## src/verilog/icache_defs.svh

```systemverilog
/*
  Instruction cache configuration macros
*/
`ifndef ICACHE_DEFS_SVH
`define ICACHE_DEFS_SVH

// Word and address width
`define ICACHE_XLEN       32

// Words per line, also beats per fill
`define ICACHE_LINE_WORDS 4

// Geometry
`define ICACHE_SETS       32
`define ICACHE_WAYS       2

// Random replacement
`define ICACHE_LFSR_BITS  7

`endif

```

## src/verilog/icache_pkg.sv

```systemverilog
/*
  Instruction cache types: fetch address union, fill FSM states,
  derived field widths
*/
`include "icache_defs.svh"

package icache_pkg;

  //--------------------------------------------------------------------
  // Address field widths
  //--------------------------------------------------------------------
  localparam int BYTE_BITS = $clog2(`ICACHE_XLEN / 8);
  localparam int OFFS_BITS = $clog2(`ICACHE_LINE_WORDS);
  localparam int IDX_BITS  = $clog2(`ICACHE_SETS);
  localparam int TAG_BITS  = `ICACHE_XLEN - IDX_BITS - OFFS_BITS - BYTE_BITS;
  localparam int LINE_BITS = `ICACHE_XLEN * `ICACHE_LINE_WORDS;  // Bits per line

  //--------------------------------------------------------------------
  // Fetch address, flat or split for lookup
  //--------------------------------------------------------------------
  typedef struct packed {
    logic [TAG_BITS-1:0]  tag;
    logic [IDX_BITS-1:0]  idx;
    logic [OFFS_BITS-1:0] offs;       // Word within line
    logic [BYTE_BITS-1:0] byte_offs;
  } fetch_fields_t;

  typedef union packed {
    logic [`ICACHE_XLEN-1:0] flat;   // Bus address and parcel pc
    fetch_fields_t           f;
  } fetch_adr_u;

  // Bus fill FSM
  typedef enum logic [1:0] {
    FILL_IDLE,
    FILL_REQ,     // Strobe held until acknowledged
    FILL_BURST    // Collecting beats
  } fill_state_e;

endpackage

```

## src/verilog/icache_if.sv

```systemverilog
/*
  Lookup interface from request setup to store and hit stage,
  fill interface between hit stage and bus fill controller
*/
`include "icache_defs.svh"

interface icache_lookup_if;
  import icache_pkg::*;

  logic                req;   // One cycle per accepted fetch
  fetch_adr_u          adr;   // Registered fetch address
  logic [IDX_BITS-1:0] idx;   // Read index, valid in acceptance cycle
  logic                kill;  // Pipeline flush

  modport setup (
    output req, adr, idx, kill
  );

  modport store (
    input req, adr, idx
  );

  modport hit (
    input req, adr, kill
  );
endinterface


```

## src/verilog/icache_lookup_setup.sv

```systemverilog
/*
  Request setup stage: accepts CPU fetches, drives the store read index
*/
module icache_lookup_setup (
  input  logic                   clk_i,
  input  logic                   rst_ni,

  input  logic                   mem_req_i,
  input  icache_pkg::fetch_adr_u mem_adr_i,
  input  logic                   mem_flush_i,
  input  logic                   stall_i,

  icache_lookup_if.setup         lookup
);

  logic accept;

  // A request is taken when not stalled
  assign accept = mem_req_i & ~stall_i;

  // Store read starts in the acceptance cycle
  assign lookup.idx  = mem_adr_i.f.idx;

  // Flush reaches everything already past this stage
  assign lookup.kill = mem_flush_i;

  //--------------------------------------------------------------------
  // Request flag
  //--------------------------------------------------------------------
  always_ff @(posedge clk_i, negedge rst_ni) begin
    if (!rst_ni) begin
      lookup.req <= 1'b0;
    end else begin
      lookup.req <= accept & ~mem_flush_i;  // Concurrent flush drops it
    end
  end

  // Address travels with the request
  always_ff @(posedge clk_i) begin
    if (accept) begin
      lookup.adr <= mem_adr_i;
    end
  end

endmodule

```

## src/flat_wrapper.sv

```systemverilog
// flat-port wrapper written by rule: the top's interface ports become plain ports
module icache_lookup_setup_flat 
  (clk_i, rst_ni, mem_req_i, mem_adr_i, mem_flush_i, stall_i, lookup_req, lookup_adr, lookup_idx, lookup_kill);
  icache_lookup_if lookup_i ();
  input  logic clk_i;
  input  logic rst_ni;
  input  logic mem_req_i;
  input  icache_pkg::fetch_adr_u mem_adr_i;
  input  logic mem_flush_i;
  input  logic stall_i;
  output wire logic [$bits(lookup_i.req)-1:0] lookup_req;
  output wire logic [$bits(lookup_i.adr)-1:0] lookup_adr;
  output wire logic [$bits(lookup_i.idx)-1:0] lookup_idx;
  output wire logic [$bits(lookup_i.kill)-1:0] lookup_kill;
  assign lookup_req = lookup_i.req;
  assign lookup_adr = lookup_i.adr;
  assign lookup_idx = lookup_i.idx;
  assign lookup_kill = lookup_i.kill;
  icache_lookup_setup u_core (.clk_i(clk_i), .rst_ni(rst_ni), .mem_req_i(mem_req_i), .mem_adr_i(mem_adr_i), .mem_flush_i(mem_flush_i), .stall_i(stall_i), .lookup(lookup_i));
endmodule
```

## config.mk

```make
export PLATFORM = sky130hd
export DESIGN_NAME = icache_lookup_setup_flat
export DESIGN_NICKNAME = d
export VERILOG_FILES = /design/src/verilog/icache_pkg.sv /design/src/verilog/icache_if.sv /design/src/verilog/icache_lookup_setup.sv /design/src/flat_wrapper.sv
export VERILOG_INCLUDE_DIRS = /design/src /design/src/verilog
export SDC_FILE = /design/constraint.sdc
export NUM_CORES = 1
export LEC_CHECK = 0
export BUFFER_PORTS_ARGS = -buffer_cell sky130_fd_sc_hd__buf_2
export CORE_UTILIZATION = 39
export DETAILED_ROUTE_END_ITERATION = 8
export PLACE_DENSITY_LB_ADDON = 0.08
export SYNTH_ARGS = -nofsm -noshare
export SYNTH_HDL_FRONTEND = slang
export SYNTH_SLANG_ARGS = --single-unit
```

## constraint.sdc

```tcl
create_clock -name clk_i -period 0.8 [get_ports clk_i]
set_clock_uncertainty 0.2 [all_clocks]
set_input_delay 0.16 -clock clk_i [delete_from_list [all_inputs] [get_ports clk_i]]
set_output_delay 0.16 -clock clk_i [all_outputs]
set_load 0.1 [all_outputs]
```

==> results.py, run 1 <==
metrics = {
    "clock_tree": {
        "cts_root_buf": "clkbuf_4",
        "cts_buffer_depth": 2,
        "hold_buffers": 1,
        "cts_made_buffers": 5,
        "path_clk_slew_ns": 0.09,
        "post-cts-setup-buffer-count": 0,
        "tritoncts": "built",
        "clock_sinks": 33,
        "htreeDepth": 2,
    },
    "critical_path": {
        "crit_path_max_incr_delay_ns": 0.50,
        "startpoint_type": "flip-flop",
        "worst-setup-path-type": "reg -> out",
        "critPathArrivalTime_ns": 1.00,
        "worstPathRequired_ns": 0.44,
        "critPathMaxFanout": 1,
        "critPathCaptureType": "output pin",
        "path_cells": "buf_12",
        "crit_family": "flip-flops",
        "crit_buf_inv": 1,
        "slowest_stage": "dfrtp_4",
    },
    "power": {
        "power.switching_w": 0.00167,
        "pwr-share-clk_pct": 20.3,
        "power_frac_comb_pct": 34.9,
        "sw_frac_of_total_pct": 35.3,
        "powerDensity_mw_per_mm2": 2130,
        "vdd_drop_max_mv": 2.14,
        "seqPwrFrac_pct": 44.9,
        "p_int_w": 0.00306,
        "leakage_nw": 0.926,
    },
    "cells_and_area": {
        "drive_above_1_share_pct": 71.8,
        "synthToLayoutAreaGrowth_pct": 112,
        "antenna-diode-count": 0,
        "utilization_pct": 88.9,
        "final_common_cell": "buf_12",
        "layout_common_cells": "buf_12 (40), edfxtp_1 (32), buf_2 (28), buf_6 (9), clkbuf_4 (5)",
        "fin_nets": 160,
        "finalNonFillerCells": 154,
    },
    "place": {
        "numPortBuffers": 75,
        "gp_congestion": 0.653,
        "place_inst": 142,
    },
    "sta": {
        "finalCritPeriodShare_pct": 170,
        "fin_crit_ns": 1.36,
        "setup_ws_ns": -0.557,
        "holdWs_ns": -0.214,
        "max_slew_margin_pct": 82.9,
        "max_freq_mhz": 737,
        "worst_pin_slew_ns": 0.257,
        "setup_violations": 65,
        "final_hold_viol_count": 34,
        "rsz0062_at_grt": "true",
        "maxSlewViolCount": 0,
    },
    "worst_hold_path": {
        "hp-class": "in -> reg",
        "whs_endpoint": "u_core.lookup.req",
        "worstHoldPathCells": 2,
        "hold_path_startpoint": "mem_flush_i",
    },
    "drt": {
        "drtAntennaViolNets": 0,
        "vias": 718,
        "wl_per_cell_um": 18.4,
        "drt_wl_total_mm": 2.83,
        "drt_iter0_drc": 13,
        "dr.pass1.iters": 4,
        "drc": 0,
        "viasPerCell": 4.66,
    },
    "global_routing": {
        "grt_antenna_before_repair": 0,
        "globalRouteTotalUtil_pct": 18.3,
        "use_met2_pct": 31.1,
        "grt-ovfl-total": 0,
        "met3_usage_pct": 10.5,
        "grt_pass1_wl_mm": 3.19,
        "busiest_layer": "met2",
        "grt_util_met1_pct": 17.4,
        "grt_start_max_net_pins": 33,
        "first_global_vias": 656,
    },
    "synthesis": {
        "avgSynthCellArea_um2": 25.6,
        "netlist_area_mm2": 0.00105,
        "synth-seq-cells": 33,
        "ys_warn_count": 0,
        "ys_seq_area_share_pct": 93.9,
        "syn_nets": 78,
        "syn_inst": 41,
        "synth_cell_type_count": 5,
    },
    "floorplan": {
        "core_region_area_mm2": 0.00250,
        "ios": 76,
        "rows": 18,
        "fp.dieW_um": 53.9,
        "initial_utilization_pct": 42.0,
        "dieHeight_um": 53.9,
        "die_area_mm2": 0.00290,
    },
    "outcome": {
        "failed_checks": "negative hold slack, negative setup slack",
        "status": "finished with violations",
    },
    "job": {
        "cap_violations": 0,
    },
}
-- cell usage after synthesis --
cell type / count / area share (%)
edfxtp_1: 32 / 92
buf_4: 6 / 4.3
dfrtp_1: 1 / 2.4
nor2b_1: 1 / 0.60
nor3b_2: 1 / 1.2
-- power by group through the flow --
stage,logic (W),clock network (W),registers (W)
after CTS,0.00160,0.000956,0.00212
after global placement,0.00157,0,0.00215
after floorplan,0.000170,0,0.00290
after detailed placement,0.00158,0,0.00216
after global routing,0.00168,0.00103,0.00213
final,0.00165,0.000959,0.00212
-- per-stage QoR --
stage | hold WS [ns] | TNS (ns) | cell area (um2) | setup WS [ns] | total power [W]
2_1_floorplan | -0.336 | -30.55 | 1060 | -0.486 | 0.00307
3_3_place_gp | -0.265 | -14.66 | 2040 | -0.313 | 0.00372
3_5_place_dp | -0.264 | -15.63 | 2040 | -0.332 | 0.00374
4_1_cts | -0.245 | -17.32 | 2150 | -0.572 | 0.00468
5_1_grt | -0.222 | -19.01 | 2220 | -0.577 | 0.00484
6_report | -0.214 | -18.08 | 2220 | -0.557 | 0.00473
-- what timing repair did --
item | in CTS | in global routing
cloned | 0 | 3
pin swaps | 0 | 0
gates resized for setup | 10 | 3
endpoints found under the setup margin | 39 | 65
endpoints found under the hold margin | 34 | 34
-- logic make-up after synthesis --
family	after synthesis	synth area share (%)
buf+inv	6	4.29
flops	33	93.9
simple gates	2	1.79
-- area by class of cell --
type	count	area [um2]
clock buffers	8	58.8
multi-input cells	2	26.3
repair buffers	81	1110
fillers	82	278
flip-flops and latches	33	990
well taps	30	37.5
-- registers in the layout (all words and copies together) (netlist names) --
register / cells
u_core.lookup.req: 1
u_core.lookup.adr: 32
-- worst max path at each step --
stage                       from                    end  slack, ns  cells past startpoint
2_1_floorplan          mem_req_i   u_core.lookup.adr[0]      -0.49                      1
3_3_place_gp             stall_i   u_core.lookup.adr[0]      -0.31                      3
3_5_place_dp             stall_i  u_core.lookup.adr[20]      -0.33                      3
4_1_cts        u_core.lookup.req             lookup_req      -0.57                      1
5_1_grt        u_core.lookup.req             lookup_req      -0.58                      1
6_report       u_core.lookup.req             lookup_req      -0.56                      1
-- per-layer routing --
metal	up-vias	share of wire, %
li1	315	-
met1	345	33
met2	50	57
met3	8	6.8
met4	0	2.8
met5	-	0
No activity file was read; power rests on OpenSTA's default activity.
==> run 2: changes to the inputs <==
ABC_AREA = 1   (was unset)
==> results.py, run 2 <==
metrics = {
    "outcome": {
        "status": "finished with violations",
        "failed_checks": "negative hold slack, negative setup slack",
    },
    "clock_tree": {
        "hold_buffers": 1,
        "cts_made_buffers": 5,
        "tritoncts": "built",
        "cts_root_buf": "clkbuf_4",
        "htreeDepth": 2,
        "cts_buffer_depth": 2,
        "path_clk_slew_ns": 0.10,
        "clock_sinks": 33,
    },
    "synthesis": {
        "ys_seq_area_share_pct": 93.8,
        "yosysMostFrequentCell": "edfxtp_1",
        "async_flop_share_pct": 3.03,
        "yosysTopAreaCell": "edfxtp_1",
        "synthTopCellsByArea": "edfxtp_1 (91%), buf_4 (4.3%), dfrtp_1 (2.4%), inv_1 (0.71%), nand2_2 (0.60%)",
        "synth-seq-cells": 33,
        "synth_flop_cell": "edfxtp_1",
        "avgSynthCellArea_um2": 24.4,
        "netlist_area_mm2": 0.00105,
        "syn_inst": 43,
        "synthTopCellsByCount": "edfxtp_1 (32), buf_4 (6), inv_1 (2)",
        "synth_cell_type_count": 6,
        "syn_nets": 80,
        "ys_warn_count": 0,
        "yosys.area.top_type_share_pct": 91.4,
        "synth_edf_count": 32,
    },
    "cells_and_area": {
        "final_area_mm2": 0.00229,
        "fin_nets": 166,
        "drive_above_1_share_pct": 72.3,
        "largest_reg_flops": 32,
        "final_common_cell": "buf_12",
        "regMostFlops": "u_core.lookup.adr",
        "layout_common_cells": "buf_12 (41), edfxtp_1 (32), buf_2 (28), buf_6 (8), clkbuf_4 (5)",
        "antenna-diode-count": 0,
        "synthToLayoutAreaGrowth_pct": 117,
        "reg_top3": "u_core.lookup.adr x32, u_core.lookup.req x1",
    },
    "power": {
        "pwr-share-clk_pct": 18.7,
        "p_int_w": 0.00300,
        "seqPwrFrac_pct": 45.1,
        "vdd_drop_max_mv": 1.87,
        "powerDensity_mw_per_mm2": 2060,
        "leakage_nw": 0.949,
        "sw_frac_of_total_pct": 36.4,
        "power.switching_w": 0.00172,
        "power_frac_comb_pct": 36.2,
    },
    "critical_path": {
        "critPathMaxFanout": 1,
        "worst-setup-path-type": "reg -> out",
        "worstPathRequired_ns": 0.44,
        "slowest_stage": "dfrtp_4",
        "critPathCaptureType": "output pin",
        "path_cells": "buf_12",
        "crit_path_max_incr_delay_ns": 0.49,
        "crit_buf_inv": 1,
        "critPathArrivalTime_ns": 0.98,
        "startpoint_type": "flip-flop",
        "crit_family": "flip-flops",
        "crit_start": "u_core.lookup.req",
    },
    "drt": {
        "drc": 0,
        "vias": 752,
        "drtAntennaViolNets": 0,
        "wl_per_cell_um": 21.2,
        "drt_iter0_drc": 21,
        "dr.pass1.iters": 4,
        "viasPerCell": 4.70,
        "drt_wl_total_mm": 3.39,
    },
    "worst_hold_path": {
        "worstHoldPathCells": 1,
        "hp-class": "in -> reg",
        "whs_endpoint": "u_core.lookup.adr[18]",
        "hold_path_startpoint": "mem_adr_i[18]",
    },
    "sta": {
        "max_freq_mhz": 744,
        "holdWs_ns": -0.202,
        "finalCritPeriodShare_pct": 168,
        "rsz0062_at_grt": "true",
        "fin_crit_ns": 1.34,
        "maxSlewViolCount": 0,
        "max_slew_margin_pct": 89.8,
        "worst_pin_slew_ns": 0.154,
        "setup_violations": 56,
        "final_hold_viol_count": 34,
        "setup_tns_ns": -18.56,
        "setup_ws_ns": -0.543,
    },
    "global_routing": {
        "grt_start_max_net_pins": 10,
        "first_global_vias": 856,
        "globalRouteTotalUtil_pct": 26.6,
        "grt_pass1_wl_mm": 4.67,
        "grt_antenna_before_repair": 0,
        "grt-ovfl-total": 0,
    },
    "floorplan": {
        "dieHeight_um": 53.9,
        "rows": 18,
        "initial_utilization_pct": 41.7,
        "die_area_mm2": 0.00291,
        "ios": 76,
        "fp.dieW_um": 53.9,
        "core_region_area_mm2": 0.00252,
    },
    "place": {
        "numPortBuffers": 75,
        "placed_area_mm2": 0.00208,
        "gp_congestion": 0.594,
    },
    "job": {
        "cap_violations": 0,
    },
}
==> run 2: changes by cell type in the layout (fill, tap and decap cells not counted), sizes merged <==
| cell | change |
|---|---|
| buf | +6 |
| clkbuf | -2 |
| clkinvlp | +1 |
| inv | +1 |
| nand2 | +1 |
| nor2 | +1 |
| nor2b | -1 |
| nor3b | -1 |
==> run 2: per-layer routing <==
metal	wire length (um)	global-route usage [%]
met5	0	0
met4	100	16.2
met3	251	8.47
met2	1930	48.1
met1	1110	26.0
==> run 2: layout make-up <==
cell class                      instances  area, um2
Multi-Input combinational cell          2       26.3
Tap cell                               30       37.5
Timing Repair Buffer                   85       1160
Sequential cell                        33        990
Fill cell                              83        236
Inverter                                2       27.5
Clock buffer                            8       48.8
==> run 2: power groups by stage <==
stage,Clock [W],Sequential [W],Combinational [W]
2_1_floorplan,0,0.00290,0.000182
3_3_place_gp,0,0.00215,0.00159
3_5_place_dp,0,0.00216,0.00161
4_1_cts,0.000844,0.00212,0.00174
5_1_grt,0.000953,0.00214,0.00174
6_report,0.000882,0.00213,0.00171
==> run 2: how the worst max path moves through the flow <==
stage | endpoint | cells past startpoint | slack [ns]
after floorplan | lookup_adr[0] | 0 | -0.46
after global placement | u_core.lookup.adr[28] | 5 | -0.42
after detailed placement | u_core.lookup.adr[27] | 5 | -0.48
after CTS | lookup_req | 1 | -0.55
after global routing | lookup_req | 1 | -0.58
final | lookup_req | 1 | -0.54
==> run 2: timing repair <==
| item | CTS | global route |
|---|---|---|
| hold endpoints to repair | 34 | 34 |
| gates cloned | 3 | 0 |
| buffers inserted | 5 | 1 |
| gates resized for setup | 26 | 4 |
| pin swaps | 1 | 0 |
| setup endpoints to repair | 71 | 64 |
==> run 2: cells by family after synthesis <==
| logic type | synth area share, % |
|---|---|
| DFF | 93.8 |
| buffers and inverters | 5.00 |
| and+or+nand+nor | 1.19 |
==> run 2: metrics by stage <==
step                worst slack (ns)  util, %  power, W  std cells
floorplan                     -0.464        -   0.00308         43
global route                  -0.576     90.6   0.00483        160
CTS                           -0.549     93.3   0.00470        163
global placement              -0.419     82.6   0.00375        146
finish                        -0.543     90.6   0.00472        160
detailed placement            -0.480     82.6   0.00377        146
==> run 3: changes to the inputs <==
CELL_PAD_IN_SITES_DETAIL_PLACEMENT = 1   (was unset)
CELL_PAD_IN_SITES_GLOBAL_PLACEMENT = 1   (was unset)
CORE_UTILIZATION = 30   (was 39)
==> results.py, run 3 (synthesized netlist as in run 2, its figures left out) <==
metrics = {
    "outcome": {
        "status": "finished with violations",
        "failed_checks": "negative hold slack, negative setup slack",
    },
    "cells_and_area": {
        "fillers": 267,
        "reg_top3": "u_core.lookup.adr x32, u_core.lookup.req x1",
        "multi_input_area_um2": 26.3,
        "drive_above_1_share_pct": 73.3,
        "fin_nets": 167,
        "synthToLayoutAreaGrowth_pct": 125,
        "final_area_mm2": 0.00237,
        "regMostFlops": "u_core.lookup.adr",
        "layout_common_cells": "buf_12 (43), edfxtp_1 (32), buf_2 (28), buf_6 (8), clkbuf_4 (5)",
        "antenna-diode-count": 0,
        "largest_reg_flops": 32,
        "final_common_cell": "buf_12",
        "seq_area_um2": 990,
    },
    "critical_path": {
        "startpoint_type": "flip-flop",
        "crit_family": "flip-flops",
        "critPathCaptureType": "output pin",
        "path_cells": "buf_12",
        "critPathArrivalTime_ns": 0.99,
        "crit_start": "u_core.lookup.req",
        "worstPathRequired_ns": 0.44,
        "worst-setup-path-type": "reg -> out",
        "critPathMaxFanout": 1,
        "slowest_stage": "dfrtp_4",
        "crit_buf_inv": 1,
        "crit_path_max_incr_delay_ns": 0.49,
    },
    "place": {
        "gp_congestion": 0.628,
        "numPortBuffers": 75,
        "place_ws_ns": -0.439,
        "placed_area_mm2": 0.00210,
        "dp_hpwl_mm": 2.20,
    },
    "floorplan": {
        "core_region_area_mm2": 0.00334,
        "die_area_mm2": 0.00374,
        "fp.dieW_um": 61.2,
        "ios": 76,
        "dieHeight_um": 61.2,
        "rows": 21,
        "initial_utilization_pct": 31.5,
    },
    "drt": {
        "drt_iter0_drc": 10,
        "drc": 0,
        "viasPerCell": 4.08,
        "vias": 723,
        "dr_wl_met2_mm": 1.94,
        "routed.top_layer": "met4",
        "drtAntennaViolNets": 0,
        "dr.pass1.iters": 3,
        "wl_per_cell_um": 18.1,
        "dr_wl_met3_um": 240,
        "wl_met1_mm": 1.01,
        "drt_wl_total_mm": 3.21,
    },
    "clock_tree": {
        "hold_buffers": 1,
        "tritoncts": "built",
        "path_clk_slew_ns": 0.11,
        "cts_buffer_depth": 2,
        "htreeDepth": 2,
        "clock_sinks": 33,
        "cts_made_buffers": 5,
        "cts_root_buf": "clkbuf_4",
    },
    "sta": {
        "holdWs_ns": -0.211,
        "worst_pin_slew_ns": 0.146,
        "max_freq_mhz": 740,
        "fin_crit_ns": 1.35,
        "maxSlewViolCount": 0,
        "rsz0062_at_grt": "true",
        "setup_ws_ns": -0.552,
        "max_slew_margin_pct": 90.3,
        "finalCritPeriodShare_pct": 169,
        "setup_violations": 65,
        "final_hold_viol_count": 34,
    },
    "global_routing": {
        "grt_antenna_before_repair": 0,
        "grt-ovfl-total": 0,
        "grt_pass1_wl_mm": 4.43,
        "first_global_vias": 803,
        "globalRouteTotalUtil_pct": 18.4,
        "grt_start_max_net_pins": 12,
    },
    "worst_hold_path": {
        "hp-class": "in -> reg",
        "hold_path_startpoint": "mem_adr_i[31]",
    },
    "power": {
        "vdd_drop_max_mv": 1.36,
        "powerDensity_mw_per_mm2": 2140,
        "leakage_nw": 0.978,
    },
    "job": {
        "cap_violations": 0,
    },
}
## run 3: changes by cell type in the layout (fill, tap and decap cells not counted), sizes merged
cell	delta
bufinv	+1
clkinv	+1
buf	+1
clkbuf	-2
## run 3: area by class of cell
cell class	instances	area share [%]
clock buffers	6	1.74
clock inverters	2	1.43
inverters	2	1.16
multi-input cells	2	1.11
flip-flops and latches	33	41.8
well taps	46	2.43
repair buffers	86	50.4
## run 3: timing repair
item / CTS / global route
buffers inserted: 2 / 2
endpoints found under the setup margin: 71 / 54
endpoints found under the hold margin: 34 / 34
gates cloned: 3 / 0
resized for setup: 22 / 1
pin swaps: 1 / 0
## run 3: report_power, final
group	leakage (nW)	total (W)	internal, W	switching (W)
clock network	0.0399	0.00122	0.000651	0.000570
registers	0.312	0.00212	0.00203	0.0000953
logic	0.626	0.00172	0.000643	0.00108
total	0.978	0.00507	0.00332	0.00175
## run 3: metrics by stage
step / TNS, ns / hold slack, ns / util, % / total power (W) / cells
6_report: -18.28 / -0.211 / 71.0 / 0.00507 / 177
3_3_place_gp: -17.23 / -0.265 / 63.1 / 0.00376 / 162
2_1_floorplan: -29.31 / -0.336 / - / 0.00308 / 43
4_1_cts: -19.88 / -0.221 / 71.3 / 0.00509 / 176
5_1_grt: -19.58 / -0.239 / 71.0 / 0.00523 / 177
3_5_place_dp: -18.44 / -0.260 / 63.1 / 0.00378 / 162
## run 3: final timing paths
check	to	slack [ns]	cells after the start
max in group asynchronous	u_core.lookup.req	0.36	2
worst max-delay path	lookup_req	-0.55	1
worst min-delay path	u_core.lookup.adr[31]	-0.21	1
min in group asynchronous	u_core.lookup.req	-0.05	2
## run 3: layer usage
metal | GRT usage (%) | vias up
met1 | 17.9 | 336
met2 | 36.3 | 53
li1 | - | 332
met4 | 5.84 | 0
met5 | 0 | -
met3 | 5.88 | 2
