<file path="src/verilog/icache_defs.svh">
/*
  Instruction cache configuration macros
*/
`ifndef ICACHE_DEFS_SVH
`define ICACHE_DEFS_SVH

// Word and address width
`define ICACHE_XLEN       32

// Words per line, also beats per fill
`define ICACHE_LINE_WORDS 4

// Geometry
`define ICACHE_SETS       32
`define ICACHE_WAYS       2

// Random replacement
`define ICACHE_LFSR_BITS  7

`endif

</file>
<file path="src/verilog/icache_pkg.sv">
/*
  Instruction cache types: fetch address union, fill FSM states,
  derived field widths
*/
`include "icache_defs.svh"

package icache_pkg;

  //--------------------------------------------------------------------
  // Address field widths
  //--------------------------------------------------------------------
  localparam int BYTE_BITS = $clog2(`ICACHE_XLEN / 8);
  localparam int OFFS_BITS = $clog2(`ICACHE_LINE_WORDS);
  localparam int IDX_BITS  = $clog2(`ICACHE_SETS);
  localparam int TAG_BITS  = `ICACHE_XLEN - IDX_BITS - OFFS_BITS - BYTE_BITS;
  localparam int LINE_BITS = `ICACHE_XLEN * `ICACHE_LINE_WORDS;  // Bits per line

  //--------------------------------------------------------------------
  // Fetch address, flat or split for lookup
  //--------------------------------------------------------------------
  typedef struct packed {
    logic [TAG_BITS-1:0]  tag;
    logic [IDX_BITS-1:0]  idx;
    logic [OFFS_BITS-1:0] offs;       // Word within line
    logic [BYTE_BITS-1:0] byte_offs;
  } fetch_fields_t;

  typedef union packed {
    logic [`ICACHE_XLEN-1:0] flat;   // Bus address and parcel pc
    fetch_fields_t           f;
  } fetch_adr_u;

  // Bus fill FSM
  typedef enum logic [1:0] {
    FILL_IDLE,
    FILL_REQ,     // Strobe held until acknowledged
    FILL_BURST    // Collecting beats
  } fill_state_e;

endpackage

</file>
<file path="src/verilog/icache_if.sv">
/*
  Lookup interface from request setup to store and hit stage,
  fill interface between hit stage and bus fill controller
*/
`include "icache_defs.svh"

interface icache_lookup_if;
  import icache_pkg::*;

  logic                req;   // One cycle per accepted fetch
  fetch_adr_u          adr;   // Registered fetch address
  logic [IDX_BITS-1:0] idx;   // Read index, valid in acceptance cycle
  logic                kill;  // Pipeline flush

  modport setup (
    output req, adr, idx, kill
  );

  modport store (
    input req, adr, idx
  );

  modport hit (
    input req, adr, kill
  );
endinterface


interface icache_fill_if;
  import icache_pkg::*;

  logic                 fill_req;
  fetch_adr_u           line_adr;   // Line aligned
  logic                 fill_done;  // Single cycle, ends the request
  logic                 fill_err;
  logic [LINE_BITS-1:0] line;

  modport requester (
    output fill_req, line_adr,
    input  fill_done, fill_err, line
  );

  modport responder (
    input  fill_req, line_adr,
    output fill_done, fill_err, line
  );

  // Store side, writes the line on a clean fill_done
  modport monitor (
    input fill_req, line_adr, fill_done, fill_err, line
  );
endinterface

</file>
<file path="src/verilog/icache_hit_ctrl.sv">
/*
  Hit stage: parcel output, miss handling, stall, random way LFSR
*/
`include "icache_defs.svh"

module icache_hit_ctrl (
  input  logic                             clk_i,
  input  logic                             rst_ni,

  icache_lookup_if.hit                     lookup,
  input  logic                             hit_i,
  input  logic [icache_pkg::LINE_BITS-1:0] line_i,
  input  logic                             flushing_i,

  icache_fill_if.requester                 fill,
  output logic [`ICACHE_WAYS-1:0]          fill_way_o,

  output logic                             mem_stall_o,
  output logic [`ICACHE_XLEN-1:0]          parcel_pc_o,
  output logic [`ICACHE_XLEN-1:0]          parcel_o,
  output logic                             parcel_valid_o,
  output logic                             parcel_error_o
);
  import icache_pkg::*;

  localparam int LSB = OFFS_BITS + BYTE_BITS;  // Line offset bits

  logic                         hit_live, miss_live;
  logic                         fill_active;
  logic                         fill_killed;   // Flushed while filling
  fetch_adr_u                   miss_adr;
  logic [`ICACHE_LFSR_BITS-1:0] lfsr;

  assign hit_live  = lookup.req & hit_i & ~lookup.kill;
  assign miss_live = lookup.req & ~hit_i & ~lookup.kill;

  assign mem_stall_o   = miss_live | fill_active | flushing_i;
  assign fill.fill_req = fill_active;
  assign fill.line_adr = {miss_adr.flat[`ICACHE_XLEN-1:LSB], {LSB{1'b0}}};

  // Way from the low LFSR bits, frozen during a fill
  assign fill_way_o = `ICACHE_WAYS'(1) << lfsr[$clog2(`ICACHE_WAYS)-1:0];

  //--------------------------------------------------------------------
  // Control
  //--------------------------------------------------------------------
  always_ff @(posedge clk_i, negedge rst_ni) begin
    if (!rst_ni) begin
      fill_active    <= 1'b0;
      fill_killed    <= 1'b0;
      parcel_valid_o <= 1'b0;
      parcel_error_o <= 1'b0;
      lfsr           <= '0;
    end else begin
      parcel_valid_o <= 1'b0;
      parcel_error_o <= 1'b0;

      if (fill_active) begin
        if (lookup.kill) fill_killed <= 1'b1;
        if (fill.fill_done) begin
          fill_active    <= 1'b0;
          parcel_valid_o <= ~fill_killed & ~lookup.kill;
          parcel_error_o <= fill.fill_err & ~fill_killed & ~lookup.kill;
        end
      end else if (miss_live) begin
        fill_active <= 1'b1;
        fill_killed <= 1'b0;
      end else if (hit_live) begin
        parcel_valid_o <= 1'b1;
      end

      if (!fill_active) begin   // XNOR feedback, all-zero start is legal
        lfsr <= {lfsr[`ICACHE_LFSR_BITS-2:0],
                 lfsr[`ICACHE_LFSR_BITS-1] ~^ lfsr[`ICACHE_LFSR_BITS-2]};
      end
    end
  end

  //--------------------------------------------------------------------
  // Parcel payload
  //--------------------------------------------------------------------
  always_ff @(posedge clk_i) begin
    if (fill_active && fill.fill_done) begin
      parcel_o    <= fill.line[miss_adr.f.offs*`ICACHE_XLEN +: `ICACHE_XLEN];
      parcel_pc_o <= miss_adr.flat;
    end else if (hit_live) begin
      parcel_o    <= line_i[lookup.adr.f.offs*`ICACHE_XLEN +: `ICACHE_XLEN];
      parcel_pc_o <= lookup.adr.flat;
    end

    if (miss_live) miss_adr <= lookup.adr;  // Kept for the whole fill
  end

  // Request and its line address held until the fill controller answers
  assert property (@(posedge clk_i) disable iff (!rst_ni)
    fill.fill_req && !fill.fill_done |=> fill.fill_req && $stable(fill.line_adr))
    else $error("fill_req dropped or line address changed before fill_done");

  // No parcel during the invalidation walk
  assert property (@(posedge clk_i) disable iff (!rst_ni)
    flushing_i && $past(flushing_i) && $past(flushing_i, 2) && !$past(fill.fill_done)
      |-> !parcel_valid_o)
    else $error("parcel during invalidation walk");

endmodule

</file>
<file path="src/flat_wrapper.sv">
// flat-port wrapper written by rule: the top's interface ports become plain ports
module icache_hit_ctrl_flat import icache_pkg::*;
  (clk_i, rst_ni, hit_i, line_i, flushing_i, fill_way_o, mem_stall_o, parcel_pc_o, parcel_o, parcel_valid_o, parcel_error_o, lookup_req, lookup_adr, lookup_kill, fill_fill_req, fill_line_adr, fill_fill_done, fill_fill_err, fill_line);
  icache_lookup_if lookup_i ();
  icache_fill_if fill_i ();
  input  logic clk_i;
  input  logic rst_ni;
  input  logic hit_i;
  input  logic [icache_pkg::LINE_BITS-1:0] line_i;
  input  logic flushing_i;
  output logic [`ICACHE_WAYS-1:0] fill_way_o;
  output logic mem_stall_o;
  output logic [`ICACHE_XLEN-1:0] parcel_pc_o;
  output logic [`ICACHE_XLEN-1:0] parcel_o;
  output logic parcel_valid_o;
  output logic parcel_error_o;
  input wire logic [$bits(lookup_i.req)-1:0] lookup_req;
  input wire logic [$bits(lookup_i.adr)-1:0] lookup_adr;
  input wire logic [$bits(lookup_i.kill)-1:0] lookup_kill;
  output wire logic [$bits(fill_i.fill_req)-1:0] fill_fill_req;
  output wire logic [$bits(fill_i.line_adr)-1:0] fill_line_adr;
  input wire logic [$bits(fill_i.fill_done)-1:0] fill_fill_done;
  input wire logic [$bits(fill_i.fill_err)-1:0] fill_fill_err;
  input wire logic [$bits(fill_i.line)-1:0] fill_line;
  assign lookup_i.req = lookup_req;
  assign lookup_i.adr = lookup_adr;
  assign lookup_i.kill = lookup_kill;
  assign fill_fill_req = fill_i.fill_req;
  assign fill_line_adr = fill_i.line_adr;
  assign fill_i.fill_done = fill_fill_done;
  assign fill_i.fill_err = fill_fill_err;
  assign fill_i.line = fill_line;
  icache_hit_ctrl u_core (.clk_i(clk_i), .rst_ni(rst_ni), .lookup(lookup_i), .hit_i(hit_i), .line_i(line_i), .flushing_i(flushing_i), .fill(fill_i), .fill_way_o(fill_way_o), .mem_stall_o(mem_stall_o), .parcel_pc_o(parcel_pc_o), .parcel_o(parcel_o), .parcel_valid_o(parcel_valid_o), .parcel_error_o(parcel_error_o));
endmodule
</file>
<file path="config.mk">
export PLATFORM = sky130hd
export DESIGN_NAME = icache_hit_ctrl_flat
export DESIGN_NICKNAME = d
export VERILOG_FILES = /design/src/verilog/icache_pkg.sv /design/src/verilog/icache_if.sv /design/src/verilog/icache_hit_ctrl.sv /design/src/flat_wrapper.sv
export VERILOG_INCLUDE_DIRS = /design/src /design/src/verilog
export SDC_FILE = /design/constraint.sdc
export NUM_CORES = 1
export LEC_CHECK = 0
export BUFFER_PORTS_ARGS = -buffer_cell sky130_fd_sc_hd__buf_2
export CORE_AREA = 2 2 155 157
export CTS_BUF_LIST = sky130_fd_sc_hd__clkbuf_2 sky130_fd_sc_hd__clkbuf_4 sky130_fd_sc_hd__clkbuf_8
export DETAILED_ROUTE_END_ITERATION = 7
export DIE_AREA = 0 0 157 159
export SLEW_MARGIN = 5
export SYNTH_ARGS = -nofsm -noshare
export SYNTH_HDL_FRONTEND = slang
export SYNTH_SLANG_ARGS = --single-unit
</file>
<file path="constraint.sdc">
create_clock -name clk_i -period 6.4 [get_ports clk_i]
set_clock_uncertainty 0.15 [all_clocks]
set_input_delay 0.32 -clock clk_i [delete_from_list [all_inputs] [get_ports clk_i]]
set_output_delay 0.32 -clock clk_i [all_outputs]
set_load 0.05 [all_outputs]
</file>
==> impl_metrics.toml, run 1 <==
[power_and_ir_drop]
leakagePower_nw = 3.886
power-per-cell-area_nw_per_um2 = 269.4
vdd.ir_drop.worst_mv = 0.1431

[worst_setup_path]
worst-endpoint-arrival_ns = 2.32
path_max_fanout = 49
rr_worst_depth = 3
critical_path_class = "flip-flop to flip-flop"
timing.critical_path.required_ns = 6.38
critical_path_launch_point_type = "flip-flop"
critPathCaptureType = "flip-flop"

[finish]
fin_util_pct = 36.77
antenna-diode-count = 0
fin_area_um2 = 8528
post_route_cells_drive_above_1_share_pct = 60.56
fillers = 2277
layout.nets = 1082
layout_overhead_on_the_synthesized_area_pct = 42.33
multiInputGateArea_um2 = 2422
storage_element_area_um2 = 3158

[timing]
fmax_mhz = 426.5
fin_crit_sh_pct = 36.64
post_route_worst_setup_slack_ns = 4.055
fin_tns_setup_ns = 0
fin_crit_ns = 2.345
rsz0062_at_grt = "false"
max-slew-margin-rel_pct = 26.05
worstMarginPinSlew_ns = 1.109
finalMaxSlewViolations = 0
final-setup-viol-count = 0
hold_viol = 0

[placed_design]
dpl_worst_slack_ns = 3.586
gpl.final_weighted_congestion = 0.8020
placedInstanceArea_um2 = 7984
number_of_port_buffers = 393
dp_hpwl_um = 14530

[synthesis]
post-synth-top-area-cell = "sky130_fd_sc_hd__edfxtp_1"
number_of_enable_flip_flop_cells_after_synthesis = 96
synth_area_um2 = 5992
synthDistinctLibCells = 31
synth_warnings = 0
synth_top_cells_by_count = "96 x sky130_fd_sc_hd__edfxtp_1, 94 x sky130_fd_sc_hd__mux2i_1, 38 x sky130_fd_sc_hd__buf_4"
synth-seq-cells = 107
synth_top_cells_by_area = "sky130_fd_sc_hd__edfxtp_1 48%, sky130_fd_sc_hd__mux2i_1 16%, sky130_fd_sc_hd__mux2_2 6.8%"
syn-mean-instance-area_um2 = 14.65
synth-seq-area-share_pct = 52.70
post_synth_inst_count = 409
synth_top_flop_cell = "sky130_fd_sc_hd__edfxtp_1"
yosys.cell_count.top_type = "sky130_fd_sc_hd__edfxtp_1"
async_reset_ff_share_pct = 10.28
netlist.area_leader.share_pct = 48.11

[floorplan]
floorplan.io_pins = 398
die_height_um = 159
standard_cell_row_count = 56
dieWidth_um = 157
coreArea_um2 = 23190
floorplan.die_area_um2 = 24960
floorplan.initialDensity_pct = 25.84

[routing]
dr_wl_met3_um = 1289
viasPerCell = 4.451
met1_length_um = 7775
total_number_of_vias = 4941
drt_first_iter_violations = 191
post-route-drc-count = 0
detail_route.wl_per_cell_um = 17.16
routed_wirelength_um = 19050
met2_routed_wirelength_um = 9380
final_antenna_net_count = 0
highest_routed_metal_layer = "met4"
drt_first_pass_iters = 4

[global_route]
grt_pass1_wl_um = 28840
global_route.overflow_total = 0
grt_max_degree = 50
gr-usage-all-layers_pct = 15.09
grt_antenna_before_repair = 0
number_of_global_route_vias_before_repair = 5230

[clocking]
skew_pair_late_insertion_delay_ns = 0.38
cts.htree.levels = 3
cts_root_buffer = "sky130_fd_sc_hd__clkbuf_8"
cts_inserted_buffers = 9
cts_tree = "yes"
clock_tree.buffer_depth = 2
post-cts-setup-buffers = 0
clock_sink_count = 107
cts_repair_resize_count = 0
cts.clk_slew.worst_paths_ns = 0.11

[min_path]
min_path_cells = 2
worstHoldPathType = "input port to flip-flop"

[status]
result_of_the_run = "finished, final reports clean"

[job]
maxCapViolCount = 0
[final timing paths]
path | start | to | slack (ns)
max in group asynchronous | rst_ni | u_core.parcel_valid_o | 5.72
min in group asynchronous | rst_ni | u_core.lfsr[6] | 0.18
max reg2reg | u_core.miss_adr[2] | u_core.parcel_o[30] | 4.06
min | fill_fill_err | u_core.parcel_error_o | 0.03
max | u_core.miss_adr[2] | u_core.parcel_o[30] | 4.06
min reg2reg | u_core.fill_killed | u_core.parcel_error_o | 0.35
[report_power, final]
part	leakage [nW]	switching, mW	total [mW]	internal (mW)
registers	1.04	0.0411	0.947	0.906
clock network	0.113	0.253	0.480	0.227
logic	2.74	0.578	0.870	0.292
[logic make-up after synthesis]
family	synth area share (%)
compound gates	9.543
xor+xnor	0.1462
buf+inv	7.329
flops	52.70
mux	28.86
other cells	0.06258
simple gates	1.357
[metrics by stage]
stage                     hold WS, ns  power, mW  instances
after floorplan               -0.1256      1.606        412
after global placement        0.05637      1.821       1063
after detailed placement      0.05954      1.830       1063
after CTS                    0.003246      2.329       1110
after global routing         0.009521      2.413       1110
final                         0.03324      2.297       1110
[worst max-delay path, cell delays in order (launching register included)]
cell,delay [ns]
sky130_fd_sc_hd__edfxtp_1,0.33
sky130_fd_sc_hd__buf_4,0.62
sky130_fd_sc_hd__mux4_2,0.61
sky130_fd_sc_hd__mux2_2,0.27
[metal layers]
metal | vias to the layer above | GRT usage (%)
met2 | 242 | 25.84
met3 | 37 | 3.702
met4 | 0 | 6.255
met5 | - | 0
li1 | 2358 | -
met1 | 2304 | 17.99
[cell usage in the layout (no fill, tap or decap)]
cell	synthesis	final
sky130_fd_sc_hd__a31o_1	6	6
sky130_fd_sc_hd__nand2_4	1	1
sky130_fd_sc_hd__buf_2	18	393
sky130_fd_sc_hd__nand3_1	1	1
sky130_fd_sc_hd__bufinv_16	0	2
sky130_fd_sc_hd__dlygate4sd3_1	0	31
sky130_fd_sc_hd__o22a_1	17	17
sky130_fd_sc_hd__inv_1	2	2
sky130_fd_sc_hd__mux4_2	17	17
sky130_fd_sc_hd__xor2_1	1	1
sky130_fd_sc_hd__a31o_2	9	9
sky130_fd_sc_hd__inv_6	0	2
sky130_fd_sc_hd__o221ai_1	16	16
sky130_fd_sc_hd__o22ai_1	15	15
sky130_fd_sc_hd__or3_1	1	1
sky130_fd_sc_hd__dfrtp_1	11	11
sky130_fd_sc_hd__conb_1	1	4
sky130_fd_sc_hd__nor2_1	1	1
sky130_fd_sc_hd__clkinv_4	0	1
sky130_fd_sc_hd__o21ai_4	0	1
sky130_fd_sc_hd__nor3b_2	0	1
sky130_fd_sc_hd__mux2_2	36	36
sky130_fd_sc_hd__mux2i_1	94	94
sky130_fd_sc_hd__clkinv_8	0	1
sky130_fd_sc_hd__o21a_1	1	1
sky130_fd_sc_hd__a21bo_1	1	1
sky130_fd_sc_hd__or2_1	1	1
sky130_fd_sc_hd__clkinvlp_4	0	1
sky130_fd_sc_hd__nand3_2	1	1
sky130_fd_sc_hd__nor4b_1	1	1
sky130_fd_sc_hd__buf_4	38	4
sky130_fd_sc_hd__edfxtp_1	96	96
sky130_fd_sc_hd__clkbuf_8	0	9
sky130_fd_sc_hd__nand2_1	6	6
sky130_fd_sc_hd__a21o_1	2	2
sky130_fd_sc_hd__o21ai_0	5	4
[what timing repair did]
item,4_1_cts,5_1_grt
endpoints found under the setup margin,0,0
hold buffers,31,0
endpoints found under the hold margin,41,0
[layout make-up]
type	count	share of cell area, %
sequential	107	37.03
multi-input combinational	238	28.40
timing repair buffer	428	27.05
clock buffer	9	1.452
inverter	2	0.08803
tap	319	4.680
clock inverter	7	1.291
[flip-flops by register name (all words and copies together), names as in the netlist]
register,flops
u_core.fill.fill_req,1
u_core.parcel_pc_o,32
u_core.parcel_error_o,1
u_core.miss_adr,32
u_core.parcel_o,32
u_core.fill_killed,1
u_core.parcel_valid_o,1
u_core.lfsr,7
No activity file was read; power rests on OpenSTA's default activity.
==> run 2, diff against run 1 <==
--- a/config.mk
+++ b/config.mk
@@ -7,10 +7,10 @@
 export NUM_CORES = 1
 export LEC_CHECK = 0
 export BUFFER_PORTS_ARGS = -buffer_cell sky130_fd_sc_hd__buf_2
-export CORE_AREA = 2 2 155 157
+export CORE_AREA = 2 2 156 158
 export CTS_BUF_LIST = sky130_fd_sc_hd__clkbuf_2 sky130_fd_sc_hd__clkbuf_4 sky130_fd_sc_hd__clkbuf_8
 export DETAILED_ROUTE_END_ITERATION = 7
-export DIE_AREA = 0 0 157 159
+export DIE_AREA = 0 0 158 160
 export SLEW_MARGIN = 5
 export SYNTH_ARGS = -nofsm -noshare
 export SYNTH_HDL_FRONTEND = slang
==> constraint.sdc (replaced) <==
create_clock -name clk_i -period 2.2 [get_ports clk_i]
set_clock_uncertainty 0.15 [all_clocks]
set_input_delay 0.11 -clock clk_i [delete_from_list [all_inputs] [get_ports clk_i]]
set_output_delay 0.11 -clock clk_i [all_outputs]
set_load 0.05 [all_outputs]
==> run 2 against run 1 <==
Against the previous run:
- worst setup slack worse by 4.1 ns
- wire length up 20%
- sequential share of layout area fell by 3.4 points
- non-clock buffer count up 82
- combinational power rose to 3.2 times the previous value
- sequential power grew to 2.9 times the previous value
- largest cell class is now non-clock buffers
- first-iteration DRC count rose by 38%
- power rose to 3.0 times the previous value
- clock power rose to 2.8 times the previous value
- critical endpoint is now u_core.parcel_o[19]
- count of clock-buffer cells in the layout grew 1
- critical path type is now input port to flip-flop
- flip-flop and latch count stayed put
==> impl_metrics.toml, run 2 (synthesis gave the netlist of run 1 again) <==
[status]
result_of_the_run = "finished, final reports clean"

[routing]
final_antenna_net_count = 0
drt_first_pass_iters = 5
detail_route.wl_per_cell_um = 19.06
viasPerCell = 4.637
post-route-drc-count = 0
drt_first_iter_violations = 264
total_number_of_vias = 5550
routed_wirelength_um = 22820

[worst_setup_path]
critPathSlowestCell = "sky130_fd_sc_hd__dlygate4sd3_1"
rrSetupSlack_ns = 0.25
crit-reg2reg-launch = "u_core.fill.fill_req"
worst_setup_path_startpoint = "lookup_adr[2]"
critical_path_launch_point_type = "input port"
worst-endpoint-arrival_ns = 2.18
timing.critical_path.slowest_cell_delay_ns = 0.62
critical_path_class = "input port to flip-flop"
cpLargestDelayFamily = "buffers and inverters"
critical-path-top-cell-by-count = "sky130_fd_sc_hd__dlygate4sd3_1"
timing.critical_path.required_ns = 2.18
path_cells = "dlygate4sd3_1 > buf_2 > buf_12 > mux2i_1 > dlygate4sd3_1 > o221ai_1"
critPathCaptureType = "flip-flop"
crit_buf_inv = 4
path_max_fanout = 31

[finish]
finalNonFillerCells = 1197
layout_overhead_on_the_synthesized_area_pct = 56.82
post_route_cells_drive_above_1_share_pct = 56.36
top_regs = "u_core.miss_adr x32, u_core.parcel_o x32, u_core.parcel_pc_o x32"
antenna-diode-count = 0
mostFrequentLayoutCells = "393 x sky130_fd_sc_hd__buf_2, 100 x sky130_fd_sc_hd__dlygate4sd3_1, 96 x sky130_fd_sc_hd__edfxtp_1"
layout.nets = 1164
fillers = 2320
most_common_cell_after_layout_fill_and_taps_aside = "sky130_fd_sc_hd__buf_2"

[job]
maxCapViolCount = 0

[placed_design]
dp.cells = 1081
gpl.final_weighted_congestion = 0.7949
dp_hpwl_um = 16540
number_of_port_buffers = 393

[global_route]
number_of_global_route_vias_before_repair = 5821
grt_max_degree = 37
gr-usage-all-layers_pct = 17.31
global_route.overflow_total = 0
grt_antenna_before_repair = 2
grt_pass1_wl_um = 32550

[timing]
fin_crit_ns = 2.195
final-setup-viol-count = 0
fmax_mhz = 455.6
worstMarginPinSlew_ns = 0.6745
rsz0062_at_grt = "false"
fin_crit_sh_pct = 99.77
hold_viol = 0
fin_tns_setup_ns = 0
max-slew-margin-rel_pct = 55.03
finalMaxSlewViolations = 0

[clocking]
cts_root_buffer = "sky130_fd_sc_hd__clkbuf_8"
cts_inserted_buffers = 9
clock_sink_count = 107
cts.clk_slew.worst_paths_ns = 0.13
cts_repair_resize_count = 0
post-cts-setup-buffers = 0
cts_tree = "yes"
cts.htree.levels = 3
skew_pair_late_insertion_delay_ns = 0.39
clock_tree.buffer_depth = 2

[floorplan]
coreArea_um2 = 23820
floorplan.initialDensity_pct = 25.15
floorplan.io_pins = 398
die_height_um = 160
floorplan.die_area_um2 = 25280
dieWidth_um = 158
standard_cell_row_count = 57

[min_path]
worstHoldPathType = "input port to flip-flop"
hold_path.startpoint = "fill_line[35]"

[power_and_ir_drop]
power-per-cell-area_nw_per_um2 = 733.5
vdd.ir_drop.worst_mv = 0.3847
leakagePower_nw = 4.271
run 2: cell count changes in the layout (fill, tap and decap cells not counted):
cell,delta
sky130_fd_sc_hd__inv_8,+1
sky130_fd_sc_hd__buf_4,+6
sky130_fd_sc_hd__buf_12,+7
sky130_fd_sc_hd__bufinv_16,-1
sky130_fd_sc_hd__dlygate4sd3_1,+69
sky130_fd_sc_hd__clkinv_4,-1
sky130_fd_sc_hd__nor3b_2,-1
sky130_fd_sc_hd__nor3b_4,+1
sky130_fd_sc_hd__clkbuf_4,+1
run 2: path summary, 6_finish.rpt:
kind | endpoint | cells after the start
max | u_core.parcel_o[19] | 6
max reg2reg | u_core.parcel_error_o | 4
min | u_core.parcel_o[3] | 3
min reg2reg | u_core.lfsr[5] | 1
min in group asynchronous | u_core.lfsr[5] | 3
max in group asynchronous | u_core.fill.fill_req | 4
run 2: final cells by class:
cell class	instances	area, um2	share of cell area, %
Sequential cell	107	3158	33.61
Clock inverter	6	82.58	0.8788
Clock buffer	10	131.4	1.398
Multi-Input combinational cell	238	2429	25.85
Inverter	2	7.507	0.07989
Tap cell	324	405.4	4.314
Timing Repair Buffer	510	3183	33.87
run 2: repair_timing:
action | in CTS | in global routing
setup endpoints to repair | 0 | 0
hold endpoints to repair | 93 | 0
hold buffers | 100 | 0
run 2: metal layers:
layer / GRT usage (%) / vias up / part of all wire, %
li1: - / 2528 / -
met1: 19.82 / 2637 / 39
met2: 31.46 / 341 / 50
met3: 3.826 / 40 / 8.2
met4: 5.938 / 4 / 2.5
met5: 0 / - / 0.10
run 2: stage by stage:
stage	total power [mW]	hold WS [ns]	cell area, um2	setup slack, ns	util [%]
after CTS	6.974	0.0002101	9397	0.1208	39.45
after floorplan	4.645	-0.3356	6026	0.01227	-
after global placement	5.413	-0.1129	8182	0.3614	34.35
after detailed placement	5.437	-0.1167	8182	0.3214	34.35
final	6.892	0.02508	9397	0.005165	39.45
after global routing	7.237	0.01357	9397	0.02343	39.45
run 2: power by group:
group,total [mW],switching [mW],internal [mW]
Clock,1.36,0.794,0.567
Combinational,2.76,1.75,1.01
Sequential,2.77,0.136,2.63
run 2: tightest hold or removal path, delay by kind of cell:
kind            cells  cell delay, ns
mux                 1            0.08
buf+inv             1            0.10
compound gates      1            0.17
